**config.mk**
```make
export PLATFORM = sky130hd
export DESIGN_NAME = lau_top
export DESIGN_NICKNAME = d
export VERILOG_FILES = /design/src/verilog/lau_pkg.sv /design/src/verilog/dec.sv /design/src/verilog/down_counter.sv /design/src/verilog/lau_top.sv /design/src/verilog/lau_wb_regs.sv /design/src/verilog/prefix_and.sv
export VERILOG_INCLUDE_DIRS = /design/src /design/src/verilog
export SDC_FILE = /design/constraint.sdc
export NUM_CORES = 1
export LEC_CHECK = 0
export ABC_AREA = 1
export BUFFER_PORTS_ARGS = -buffer_cell sky130_fd_sc_hd__buf_2
export CAP_MARGIN = 0
export CORE_MARGIN = 2
export CORE_UTILIZATION = 60
export DETAILED_ROUTE_END_ITERATION = 12
export HOLD_SLACK_MARGIN = 0.02
export PLACE_DENSITY = 0.91
export SKIP_CTS_REPAIR_TIMING = 1
export SLEW_MARGIN = 15
export SYNTH_ARGS = -nofsm -noshare
export SYNTH_HDL_FRONTEND = slang
export SYNTH_HIERARCHICAL = 1
export SYNTH_SLANG_ARGS = --single-unit
```
**constraint.sdc**
```tcl
create_clock -name clk -period 1.8 [get_ports clk]
set_input_delay 0.36 -clock clk [delete_from_list [all_inputs] [get_ports clk]]
set_output_delay 0.36 -clock clk [all_outputs]
set_load 0.1 [all_outputs]
```
**src/verilog/lau_params.svh**
```systemverilog
//--------------------------------------------------------------------------
// Build constants for the decrement peripheral
// Data width, prefix speed, bus address width, clock period
//--------------------------------------------------------------------------

`ifndef LAU_PARAMS_SVH
`define LAU_PARAMS_SVH

// Data word width in bits
`define LAU_WIDTH 16

// Prefix structure used at the top level
`define LAU_SPEED lau_pkg::FAST

// Word address width on the bus
`define LAU_ADR_W 3

// Clock period in ns
`define LAU_CLK_PERIOD 20

`endif

```
**src/verilog/lau_pkg.sv**
```systemverilog
//--------------------------------------------------------------------------
// Shared types for the decrement peripheral
// Prefix structure choice, register word addresses, floor log2 helper
//--------------------------------------------------------------------------

package lau_pkg;

	typedef enum logic [1:0] {
		SLOW   = 2'b00,  // Serial chain
		MEDIUM = 2'b01,  // Brent-Kung
		FAST   = 2'b10   // Sklansky
	} speed_e;

	// Word addresses on the bus
	typedef enum logic [2:0] {
		OPERAND     = 3'd0,
		DEC_RESULT  = 3'd1,
		COUNT_LOAD  = 3'd2,
		COUNT_CTRL  = 3'd3,
		COUNT_VALUE = 3'd4,
		STATUS      = 3'd5
	} reg_addr_e;

	// Floor of log2, n must be positive
	function automatic int log2floor(input int n);
		int m;
		int p;
		m = -1;
		p = 1;
		while (p <= n) begin
			m = m + 1;
			p = p * 2;  // Next power of two
		end
		return m;
	endfunction

endpackage

```
**src/verilog/dec.sv**
```systemverilog
//--------------------------------------------------------------------------
// Parallel-prefix decrementer
// z = a - 1, wrapping from 0 to all ones
//--------------------------------------------------------------------------

`timescale 1ns/100ps

module dec import lau_pkg::*; #(
	parameter int     width = 16,   // Word width
	parameter speed_e speed = FAST  // Prefix structure
) (
	input  logic [width-1:0] a,  // Operand
	output logic [width-1:0] z   // Operand minus one
);

	logic [width-1:0] a_inv;  // Ones where a has zeros
	logic [width-1:0] po;     // All lower bits of a are zero

	assign a_inv = ~a;

	prefix_and #(
		.width(width),
		.speed(speed)
	) u_prefix (
		.pi(a_inv),
		.po(po)
	);

	// Bit 0 always flips, bit i flips when a[i-1:0] is zero
	assign z = a ^ {po[width-2:0], 1'b1};

endmodule

```
**src/verilog/down_counter.sv**
```systemverilog
//--------------------------------------------------------------------------
// Loadable down-counter
// Reload register, auto-reload at zero, expiry pulse on the 1 to 0 step
//--------------------------------------------------------------------------

`timescale 1ns/100ps

module down_counter import lau_pkg::*; #(
	parameter int     width = 16,   // Counter width
	parameter speed_e speed = FAST  // Decrementer structure
) (
	input  logic             clk,
	input  logic             rst_n,
	input  logic [width-1:0] load_val,     // Value taken on a load
	input  logic             load_strobe,  // One-cycle load request
	input  logic             count_en,
	input  logic             auto_reload,  // Restart from reload value at zero
	output logic [width-1:0] count_val,
	output logic             expire        // High while stepping 1 to 0
);

	logic [width-1:0] reload_val;  // Last loaded value
	logic [width-1:0] count_dec;   // count_val minus one

	dec #(
		.width(width),
		.speed(speed)
	) u_dec (
		.a(count_val),
		.z(count_dec)
	);

	assign expire = count_en && (count_val == width'(1));

	always_ff @(posedge clk) begin
		if (!rst_n) begin
			reload_val <= '0;
			count_val  <= '0;
		end else if (load_strobe) begin  // Load beats counting
			reload_val <= load_val;
			count_val  <= load_val;
		end else if (count_en) begin
			if (count_val == '0) begin
				if (auto_reload)
					count_val <= reload_val;  // Else hold at zero
			end else begin
				count_val <= count_dec;
			end
		end
	end

endmodule

```
**src/verilog/lau_top.sv**
```systemverilog
//--------------------------------------------------------------------------
// Decrement peripheral top level
// Wishbone register file and programmable down-counter
//--------------------------------------------------------------------------

`timescale 1ns/100ps

`include "lau_params.svh"

module lau_top (
	input  logic                  clk,
	input  logic                  rst_n,
	input  logic                  wb_cyc,
	input  logic                  wb_stb,
	input  logic                  wb_we,
	input  logic [`LAU_ADR_W-1:0] wb_adr,
	input  logic [`LAU_WIDTH-1:0] wb_wdat,
	output logic [`LAU_WIDTH-1:0] wb_rdat,
	output logic                  wb_ack,
	output logic                  irq      // Sticky expiry
);

	logic [`LAU_WIDTH-1:0] load_val;
	logic                  load_strobe;
	logic                  count_en;
	logic                  auto_reload;
	logic [`LAU_WIDTH-1:0] count_val;
	logic                  expire;  // Counter to status flag

	lau_wb_regs #(
		.width(`LAU_WIDTH),
		.speed(`LAU_SPEED),
		.adr_w(`LAU_ADR_W)
	) u_regs (
		.clk        (clk),
		.rst_n      (rst_n),
		.wb_cyc     (wb_cyc),
		.wb_stb     (wb_stb),
		.wb_we      (wb_we),
		.wb_adr     (wb_adr),
		.wb_wdat    (wb_wdat),
		.wb_rdat    (wb_rdat),
		.wb_ack     (wb_ack),
		.count_val  (count_val),
		.expire     (expire),
		.load_val   (load_val),
		.load_strobe(load_strobe),
		.count_en   (count_en),
		.auto_reload(auto_reload),
		.irq        (irq)
	);

	down_counter #(
		.width(`LAU_WIDTH),
		.speed(`LAU_SPEED)
	) u_counter (
		.clk        (clk),
		.rst_n      (rst_n),
		.load_val   (load_val),
		.load_strobe(load_strobe),
		.count_en   (count_en),
		.auto_reload(auto_reload),
		.count_val  (count_val),
		.expire     (expire)
	);

endmodule

```
**src/verilog/lau_wb_regs.sv**
```systemverilog
//--------------------------------------------------------------------------
// Wishbone classic register file
// Operand and its decrement, counter load and control, sticky status, irq
//--------------------------------------------------------------------------

`timescale 1ns/100ps

module lau_wb_regs import lau_pkg::*; #(
	parameter int     width = 16,   // Data width
	parameter speed_e speed = FAST,  // Operand decrementer structure
	parameter int     adr_w = 3     // Word address width
) (
	input  logic             clk,
	input  logic             rst_n,
	input  logic             wb_cyc,
	input  logic             wb_stb,
	input  logic             wb_we,
	input  logic [adr_w-1:0] wb_adr,
	input  logic [width-1:0] wb_wdat,
	output logic [width-1:0] wb_rdat,
	output logic             wb_ack,
	input  logic [width-1:0] count_val,    // From the counter
	input  logic             expire,       // Counter expiry pulse
	output logic [width-1:0] load_val,     // COUNT_LOAD register
	output logic             load_strobe,  // Pulse after a COUNT_LOAD write
	output logic             count_en,     // COUNT_CTRL bit 0
	output logic             auto_reload,  // COUNT_CTRL bit 1
	output logic             irq
);

	logic             access;      // New cycle seen, ack not yet given
	logic             wr;
	reg_addr_e        adr;
	logic [width-1:0] operand;
	logic [width-1:0] dec_result;  // operand minus one
	logic             expired;     // Sticky STATUS bit 0

	assign access = wb_cyc & wb_stb & ~wb_ack;
	assign wr     = access & wb_we;
	assign adr    = reg_addr_e'(wb_adr);

	dec #(
		.width(width),
		.speed(speed)
	) u_dec (
		.a(operand),
		.z(dec_result)
	);

	always_ff @(posedge clk) begin
		if (!rst_n) begin
			wb_ack      <= 1'b0;
			load_strobe <= 1'b0;
			operand     <= '0;
			load_val    <= '0;
			count_en    <= 1'b0;
			auto_reload <= 1'b0;
			expired     <= 1'b0;
		end else begin
			wb_ack      <= access;  // Single wait state, one-cycle ack
			load_strobe <= wr && (adr == COUNT_LOAD);
			if (wr) begin
				case (adr)
					OPERAND:    operand  <= wb_wdat;
					COUNT_LOAD: load_val <= wb_wdat;
					COUNT_CTRL: begin
						count_en    <= wb_wdat[0];
						auto_reload <= wb_wdat[1];
					end
					default: ;  // Read-only or unmapped
				endcase
			end
			// Set has priority over write-one-to-clear
			if (expire)
				expired <= 1'b1;
			else if (wr && (adr == STATUS) && wb_wdat[0])
				expired <= 1'b0;
		end
	end

	// Read mux, address held stable by the master until ack
	always_comb begin
		wb_rdat = '0;
		case (adr)
			OPERAND:     wb_rdat = operand;
			DEC_RESULT:  wb_rdat = dec_result;
			COUNT_LOAD:  wb_rdat = load_val;
			COUNT_CTRL:  wb_rdat[1:0] = {auto_reload, count_en};
			COUNT_VALUE: wb_rdat = count_val;
			STATUS:      wb_rdat[0] = expired;
			default:     wb_rdat = '0;  // Unmapped reads as zero
		endcase
	end

	assign irq = expired;

endmodule

```
**src/verilog/prefix_and.sv**
```systemverilog
//--------------------------------------------------------------------------
// Prefix AND propagate-lookahead block
// Serial, Brent-Kung and Sklansky structures selected by speed
//--------------------------------------------------------------------------

`timescale 1ns/100ps

module prefix_and import lau_pkg::*; #(
	parameter int     width = 16,   // Word width, 2 or more
	parameter speed_e speed = FAST  // Structure choice
) (
	input  logic [width-1:0] pi,  // Propagate in
	output logic [width-1:0] po   // Bit i is AND of pi[i:0]
);

	localparam int m    = log2floor(width - 1) + 1;  // Tree depth, ceil of log2
	localparam int last = 2 * m - 1;                 // Last Brent-Kung row

	if (speed == FAST) begin : g_sklansky
		logic [m:0][width-1:0] pt;  // One row per level

		assign pt[0] = pi;
		for (genvar l = 1; l <= m; l++) begin : g_level
			for (genvar j = 0; j < width; j++) begin : g_bit
				// Upper half of each 2**l group picks up the lower half's top node
				if ((j % (2 ** l)) >= 2 ** (l - 1)) begin : g_black
					assign pt[l][j] = pt[l-1][j]
						& pt[l-1][(j / 2 ** l) * 2 ** l + 2 ** (l - 1) - 1];
				end else begin : g_white
					assign pt[l][j] = pt[l-1][j];  // Pass through
				end
			end
		end
		assign po = pt[m];

	end else if (speed == MEDIUM) begin : g_brent_kung
		logic [last:0][width-1:0] pt;  // Up rows 0..m, down rows m+1..last

		assign pt[0] = pi;

		// Up-sweep
		// Top node of each 2**l span joins its two halves
		for (genvar l = 1; l <= m; l++) begin : g_up
			for (genvar j = 0; j < width; j++) begin : g_bit
				if (((j + 1) % (2 ** l)) == 0) begin : g_black
					assign pt[l][j] = pt[l-1][j] & pt[l-1][j - 2 ** (l - 1)];
				end else begin : g_white
					assign pt[l][j] = pt[l-1][j];
				end
			end
		end

		// Down-sweep fills the middle nodes from completed prefixes
		for (genvar l = 1; l < m; l++) begin : g_down
			for (genvar j = 0; j < width; j++) begin : g_bit
				if (j >= 2 ** (m - l)
					&& ((j + 1) % (2 ** (m - l))) == 2 ** (m - l - 1)) begin : g_black
					assign pt[m+l][j] = pt[m+l-1][j] & pt[m+l-1][j - 2 ** (m - l - 1)];
				end else begin : g_white
					assign pt[m+l][j] = pt[m+l-1][j];
				end
			end
		end
		assign po = pt[last];

	end else begin : g_serial
		logic [width-1:0] pt;  // Ripple chain

		assign pt[0] = pi[0];
		for (genvar j = 1; j < width; j++) begin : g_bit
			assign pt[j] = pi[j] & pt[j-1];  // One AND per bit
		end
		assign po = pt;
	end

endmodule
```
==> results by group, run 1 <==
Outcome
  • Outcome: finished, violations left
  • Failing checks: setup timing

Die
  • Die Y-Extent: between 90 and 100 um
  • Die Width: just over 90 um
  • Total core area: around 7600 um2
  • Die area: 8441 um2
  • Starting density of the core: about three fifths
  • Site Rows: 32
  • # IOs: between 40 and 50

Min path
  • Worst Hold Class: primary input to register

Power
  • Worst vdd ir: between 0.0005 and 0.0006 V
  • Static Leak: 3.136 nW
  • Total power: around 3.4 mW
  • PD cells: 595.0 nW/um2

Worst setup path
  • Worst path max stage delay: roughly 0.34 ns
  • R2r endpoint: u_counter/count_val[9]
  • Worst path arrival time: a little under 2 ns
  • Critical path, cell by cell: inv_2 -> nand2_2 -> nor2_4 -> nand2_4 -> nor2_2 -> inv_1 -> nand2_1 -> nand2_1 -> nand4_1 -> nand4_1 -> buf_12
  • R2R cell count: 14
  • CP Launch Type: register
  • Crit Reg-Reg Startpoint: u_counter/count_val[0]
  • Crit path kind: register to primary output
  • Worst Setup SP: u_regs/operand[2]
  • Worst setup EP type: primary output
  • Critical path peak fanout: 8
  • R2R setup slack: between 0.1 and 0.15 ns
  • Setup crit end: wb_rdat[9]
  • Highest-delay cell along the critical path: dfxtp_2
  • Data required time of the worst path: ~1.4 ns

Routing
  • First-pass iteration count of the detailed router: 8
  • Residual DRC count: 0
  • Wire per inst: around 16 um
  • Post-DRT Antenna Nets: 0
  • WL final: about 15,000 um
  • Initial drt markers: just over 900
  • Vias: approximately 5,600
  • Via density: between 5 and 6

STA
  • Final Hold Slack: between 0.2 and 0.3 ns
  • Fin. max-slew vios: 0
  • Rel. slew slack: between 60% and 70%
  • Final setup violation count: 15
  • Top achievable clock speed: 0.4252 GHz
  • Final worst setup slack: -0.5517 ns
  • RSZ-0062 raised after global routing: yes
  • Final Cycle Share: 130.7%
  • Final Skew: 0.01251 ns
  • Tmin final: approximately 2.4 ns
  • Final Hold Fails: 0
  • Setup TNS: -5.730 ns
  • Worst Tran Pin Value: 0.4960 ns

Logic synthesis
  • Syn nets: 810
  • Gate Count Post-Synth: 786
  • Yosys warning count: 6
  • Post-Syn Area per Cell: around 6 um2
  • Synthesized cell area: between 4000 and 5000 um2

Layout
  • Antenna cells: 0
  • Share of cells above drive strength 1: 24.59%
  • P&R area growth vs syn: 23.09%
  • Fill cell count: 469
  • Sequential cell area: around 1400 um2
  • Multi-input gate area: about 2500 um2
  • Final Non-Filler Cells: 952
  • Final core utilization: between 70% and 80%
  • # nets final: approximately 870

Global route
  • Total grt overflow: 0
  • Vias in the first global route: just under 5,000
  • First-pass GRT wire length: 21,820 um
  • Pin count of the biggest net entering global routing: 36
  • Total track usage: between 30% and 40%
  • Initial antenna violation count: 0

Clocking
  • Longest Clk Path Bufs: 2
  • H-tree Lvls: 3
  • Clk_lat worst skew: approximately 0.36 ns
  • Clock-pin slew on the worst setup and hold paths: ~0.080 ns
  • Root Driver: clkbuf_8
  • CTS tree: built
  • CTS sink count: 69
  • TritonCTS Buffers: 9

Placed design
  • Routability cong.: 0.9427
  • Port bufs: 41
  • Placed insts: slightly above 900
  • Detailed Place HPWL: ~9400 um

Job
  • Max cap viols: 0
## worst max-delay path, delay by kind of cell, from the launching register on
kind                   cells  cell delay (ns)
and+or+nand+nor            8             0.93
buffers and inverters      3             0.37
DFF                        1             0.34
## report_power, final
group / switching (mW) / internal, mW / leakage (nW)
Sequential: 0.0109 / 1.54 / 0.559
Combinational: 0.396 / 0.205 / 2.48
Clock: 0.614 / 0.631 / 0.0987
## sequential cells by signal, summed over array words and instances (netlist names)
signal                cells
u_regs/count_en           1
u_counter/reload_val     16
u_regs/load_val          16
u_regs/auto_reload        1
u_regs/operand           16
u_counter/count_val      16
u_regs/irq                1
u_regs/load_strobe        1
u_regs/wb_ack             1
## final cells by class
| class | count | share of cell area [%] |
|---|---|---|
| Inverter | 163 | 10.95 |
| Multi-Input combinational cell | 519 | 43.97 |
| Clock buffer | 9 | 2.172 |
| Timing Repair Buffer | 83 | 15.16 |
| Tap cell | 102 | 2.238 |
| Sequential cell | 69 | 24.35 |
| Clock inverter | 7 | 1.163 |
## worst min-delay path by stage
stage / from / end / cells past startpoint
after floorplan: u_counter/reload_val[0] / u_counter/reload_val[0] / 2
after global placement: u_counter/reload_val[6] / u_counter/reload_val[6] / 2
after detailed placement: u_counter/reload_val[14] / u_counter/reload_val[14] / 2
after CTS: wb_wdat[2] / u_regs/load_val[2] / 3
after global routing: wb_wdat[10] / u_regs/load_val[10] / 3
final: wb_wdat[14] / u_regs/load_val[14] / 3
## layout by cell type (no fill, tap or decap), types with 2 or more instances in the layout
| cell | count |
|---|---|
| nand2_1 | 204 |
| inv_1 | 123 |
| nand3_1 | 70 |
| dfxtp_1 | 63 |
| nor2_1 | 62 |
| inv_2 | 37 |
| buf_4 | 36 |
| a21oi_1 | 33 |
| nand4_1 | 31 |
| nor2_2 | 27 |
| o21ai_0 | 25 |
| buf_2 | 22 |
| buf_12 | 20 |
| nor3_1 | 18 |
| nand2_2 | 13 |
| nor2_4 | 12 |
| o21ai_1 | 11 |
| clkbuf_8 | 9 |
| nand2_4 | 6 |
| dfxtp_2 | 6 |
| clkinv_2 | 4 |
| clkbuf_16 | 2 |
| inv_4 | 2 |
| o21ai_2 | 2 |
## routing by layer
layer | vias to the layer above | routed length, um | track usage [%]
met5 | - | 0 | 0
met4 | 0 | 769 | 13.43
met3 | 98 | 1552 | 3.451
met2 | 477 | 7228 | 55.33
met1 | 2498 | 5429 | 39.01
li1 | 2531 | - | -
## stage by stage
stage | worst slack [ns] | instance area [um2]
detailed placement | -0.04534 | 5333
global route | -0.5867 | 5703
finish | -0.5517 | 5703
floorplan | -0.4557 | 4666
global placement | 0.05156 | 5333
CTS | -0.4525 | 5523
No activity file was read; power rests on OpenSTA's default activity.
==> run 2: changes to the inputs <==
REMOVE_ABC_BUFFERS = 1   (was unset)
==> results by group, run 2 (synthesis results as in run 1) <==
Placed design
  • Detailed Place HPWL: 9266 um (-1.8%)
  • Post-DP Area: 5326 um2 (-0.12%)
  • Routability cong.: 0.9872 (+4.7%)
  • Port bufs: 41 (unchanged)
  • Post-placement setup slack: -0.04759 ns (-0.002254 ns)

Layout
  • P&R area growth vs syn: 22.39%
  • Most common cell after layout, fill and taps aside: nand2_1
  • Share of cells above drive strength 1: 25.03% (+0.44 points)
  • # nets final: 870 (+0.12%)
  • Finished Cell Area: 5670 um2 (-0.57%)
  • Antenna cells: 0 (unchanged)
  • Fill cell count: 523 (+12%)
  • Most frequent cells in the layout: 204 x nand2_1, 117 x inv_1, 70 x nand3_1

Worst setup path
  • Crit path depth: 11 (unchanged)
  • Highest-delay cell along the critical path: dfxtp_2
  • Data required time of the worst path: 1.44 ns (about the same)
  • Critical path, cell by cell: inv_2 -> nand2_4 -> nor2_4 -> inv_2 -> nor2_2 -> inv_1 -> nand2_1 -> nand2_1 -> nand4_1 -> nand4_1 -> buf_12
  • Worst path arrival time: 2.01 ns (+0.02 ns)
  • Critical path peak fanout: 4 (-4)
  • Crit path kind: register to primary output
  • Worst setup EP type: primary output
  • CP Launch Type: register
  • R2R cell count: 9 (-5)
  • Worst path max stage delay: 0.33 ns (about the same)
  • CP top delay family: simple AND/OR/NAND/NOR gates
  • WP buf/inv: 4 (+1)

Global route
  • Vias in the first global route: 5,037 (+2.0%)
  • M2 GR Usage: 57.66% (+2.3 points)
  • GRT busiest layer: met2
  • Pin count of the biggest net entering global routing: 36 (unchanged)
  • First-pass GRT wire length: 23,030 um (+5.6%)
  • Total track usage: 33.26% (+1.8 points)
  • Met3 usage: 4.684% (+1.2 points)
  • Initial antenna violation count: 0 (unchanged)
  • Total grt overflow: 0 (unchanged)
  • Met1 Use GR: 40.71% (+1.7 points)

Clocking
  • Root Driver: clkbuf_8
  • Clock-pin slew on the worst setup and hold paths: 0.08 ns (about the same)
  • TritonCTS Buffers: 9 (unchanged)
  • H-tree Lvls: 3 (unchanged)
  • CTS sink count: 69 (unchanged)
  • Clk_lat worst skew: 0.35 ns (about the same)
  • Longest Clk Path Bufs: 2 (unchanged)
  • CTS tree: built

Die
  • Die Y-Extent: 91.88 um (unchanged)
  • # IOs: 42 (unchanged)
  • Site Rows: 32 (unchanged)
  • Total core area: 7607 um2 (unchanged)
  • Starting density of the core: 60.90% (unchanged)
  • Die area: 8441 um2 (unchanged)
  • Die Width: 91.88 um (unchanged)

Job
  • Max cap viols: 0 (unchanged)

STA
  • Tmin final: 2.367 ns (+0.01568 ns)
  • Final worst setup slack: -0.5674 ns (-0.01568 ns)
  • RSZ-0062 raised after global routing: yes
  • Setup TNS: -6.518 ns (-0.7886 ns)
  • Top achievable clock speed: 0.4224 GHz (-0.66%)
  • Final Hold Slack: 0.2626 ns (-0.00002400 ns)
  • Worst Tran Pin Value: 0.5442 ns (+0.04818 ns)
  • Final Cycle Share: 131.5% (+0.87 points)
  • Fin. max-slew vios: 0 (unchanged)
  • Final Skew: 0.007544 ns (-0.004965 ns)
  • Final Hold Fails: 0 (unchanged)
  • Rel. slew slack: 63.67% (-3.2 points)
  • Final setup violation count: 15 (unchanged)

Routing
  • First-pass iteration count of the detailed router: 8 (unchanged)
  • Residual DRC count: 0 (unchanged)
  • Post-DRT Antenna Nets: 0 (unchanged)
  • Wire per inst: 15.70 um (-0.21%)
  • Via density: 5.866 (-0.35%)
  • WL final: 14,960 um (-0.11%)
  • Vias: 5,590 (-0.25%)
  • Initial drt markers: 757 (-17%)

Outcome
  • Failing checks: setup timing
  • Outcome: finished, violations left

Min path
  • Worst Hold Class: primary input to register
  • Hold-critical path depth: 3 (unchanged)

Power
  • Static Leak: 3.125 nW (-0.36%)
  • PD cells: 630.9 nW/um2 (+6.0%)
  • Total power: 3.578 mW (+5.4%)
  • Worst vdd ir: 0.0004967 V (-7.0%)
==> run 2: changes by cell type in the layout (fill, tap and decap cells not counted), moves of 2 or more <==
cell	delta
nor2_2	-5
buf_2	+3
buf_4	+4
inv_1	-6
inv_2	+8
nor2_4	+4
clkinv_2	-2
buf_12	-4
==> run 2: per-stage QoR <==
stage | std cells | utilization (%)
after global routing | 953 | 74.54
final | 953 | 74.54
after detailed placement | 934 | 70.02
after global placement | 934 | 70.02
after floorplan | 751 | -
after CTS | 950 | 72.83
==> run 2: path summary, 6_finish.rpt <==
check / slack, ns / start / end
max: -0.57 / u_regs/operand[1] / wb_rdat[6]
min: 0.26 / wb_wdat[15] / u_regs/load_val[15]
max reg2reg: 0.08 / u_counter/count_val[11] / u_counter/count_val[8]
min reg2reg: 0.46 / u_counter/reload_val[2] / u_counter/reload_val[2]
==> run 2: area by class of cell <==
type	instances	area, um2	share of cell area, %
Tap cell	102	127.6	2.251
Timing Repair Buffer	84	793.3	13.99
Clock buffer	10	127.6	2.251
Clock inverter	6	86.33	1.523
Inverter	163	614.3	10.83
Multi-Input combinational cell	519	2534	44.68
Sequential cell	69	1388	24.47
==> run 2: report_power, final <==
part | internal [mW] | switching [mW] | total (mW)
clock | 0.781 | 0.651 | 1.43
combinational | 0.195 | 0.404 | 0.599
sequential | 1.54 | 0.0104 | 1.55
total | 2.51 | 1.07 | 3.58
==> run 2: tightest hold or removal path: cells and delay by family <==
family	cells	cell delay [ns]
AND/OR/NAND/NOR	2	0.12
buffers and inverters	1	0.10
==> run 2: metal layers <==
layer  vias to the layer above  wire length [um]
li1                       2526                 -
met3                       102              1631
met5                         -                 0
met1                      2518              5516
met2                       444              7074
met4                         0               741
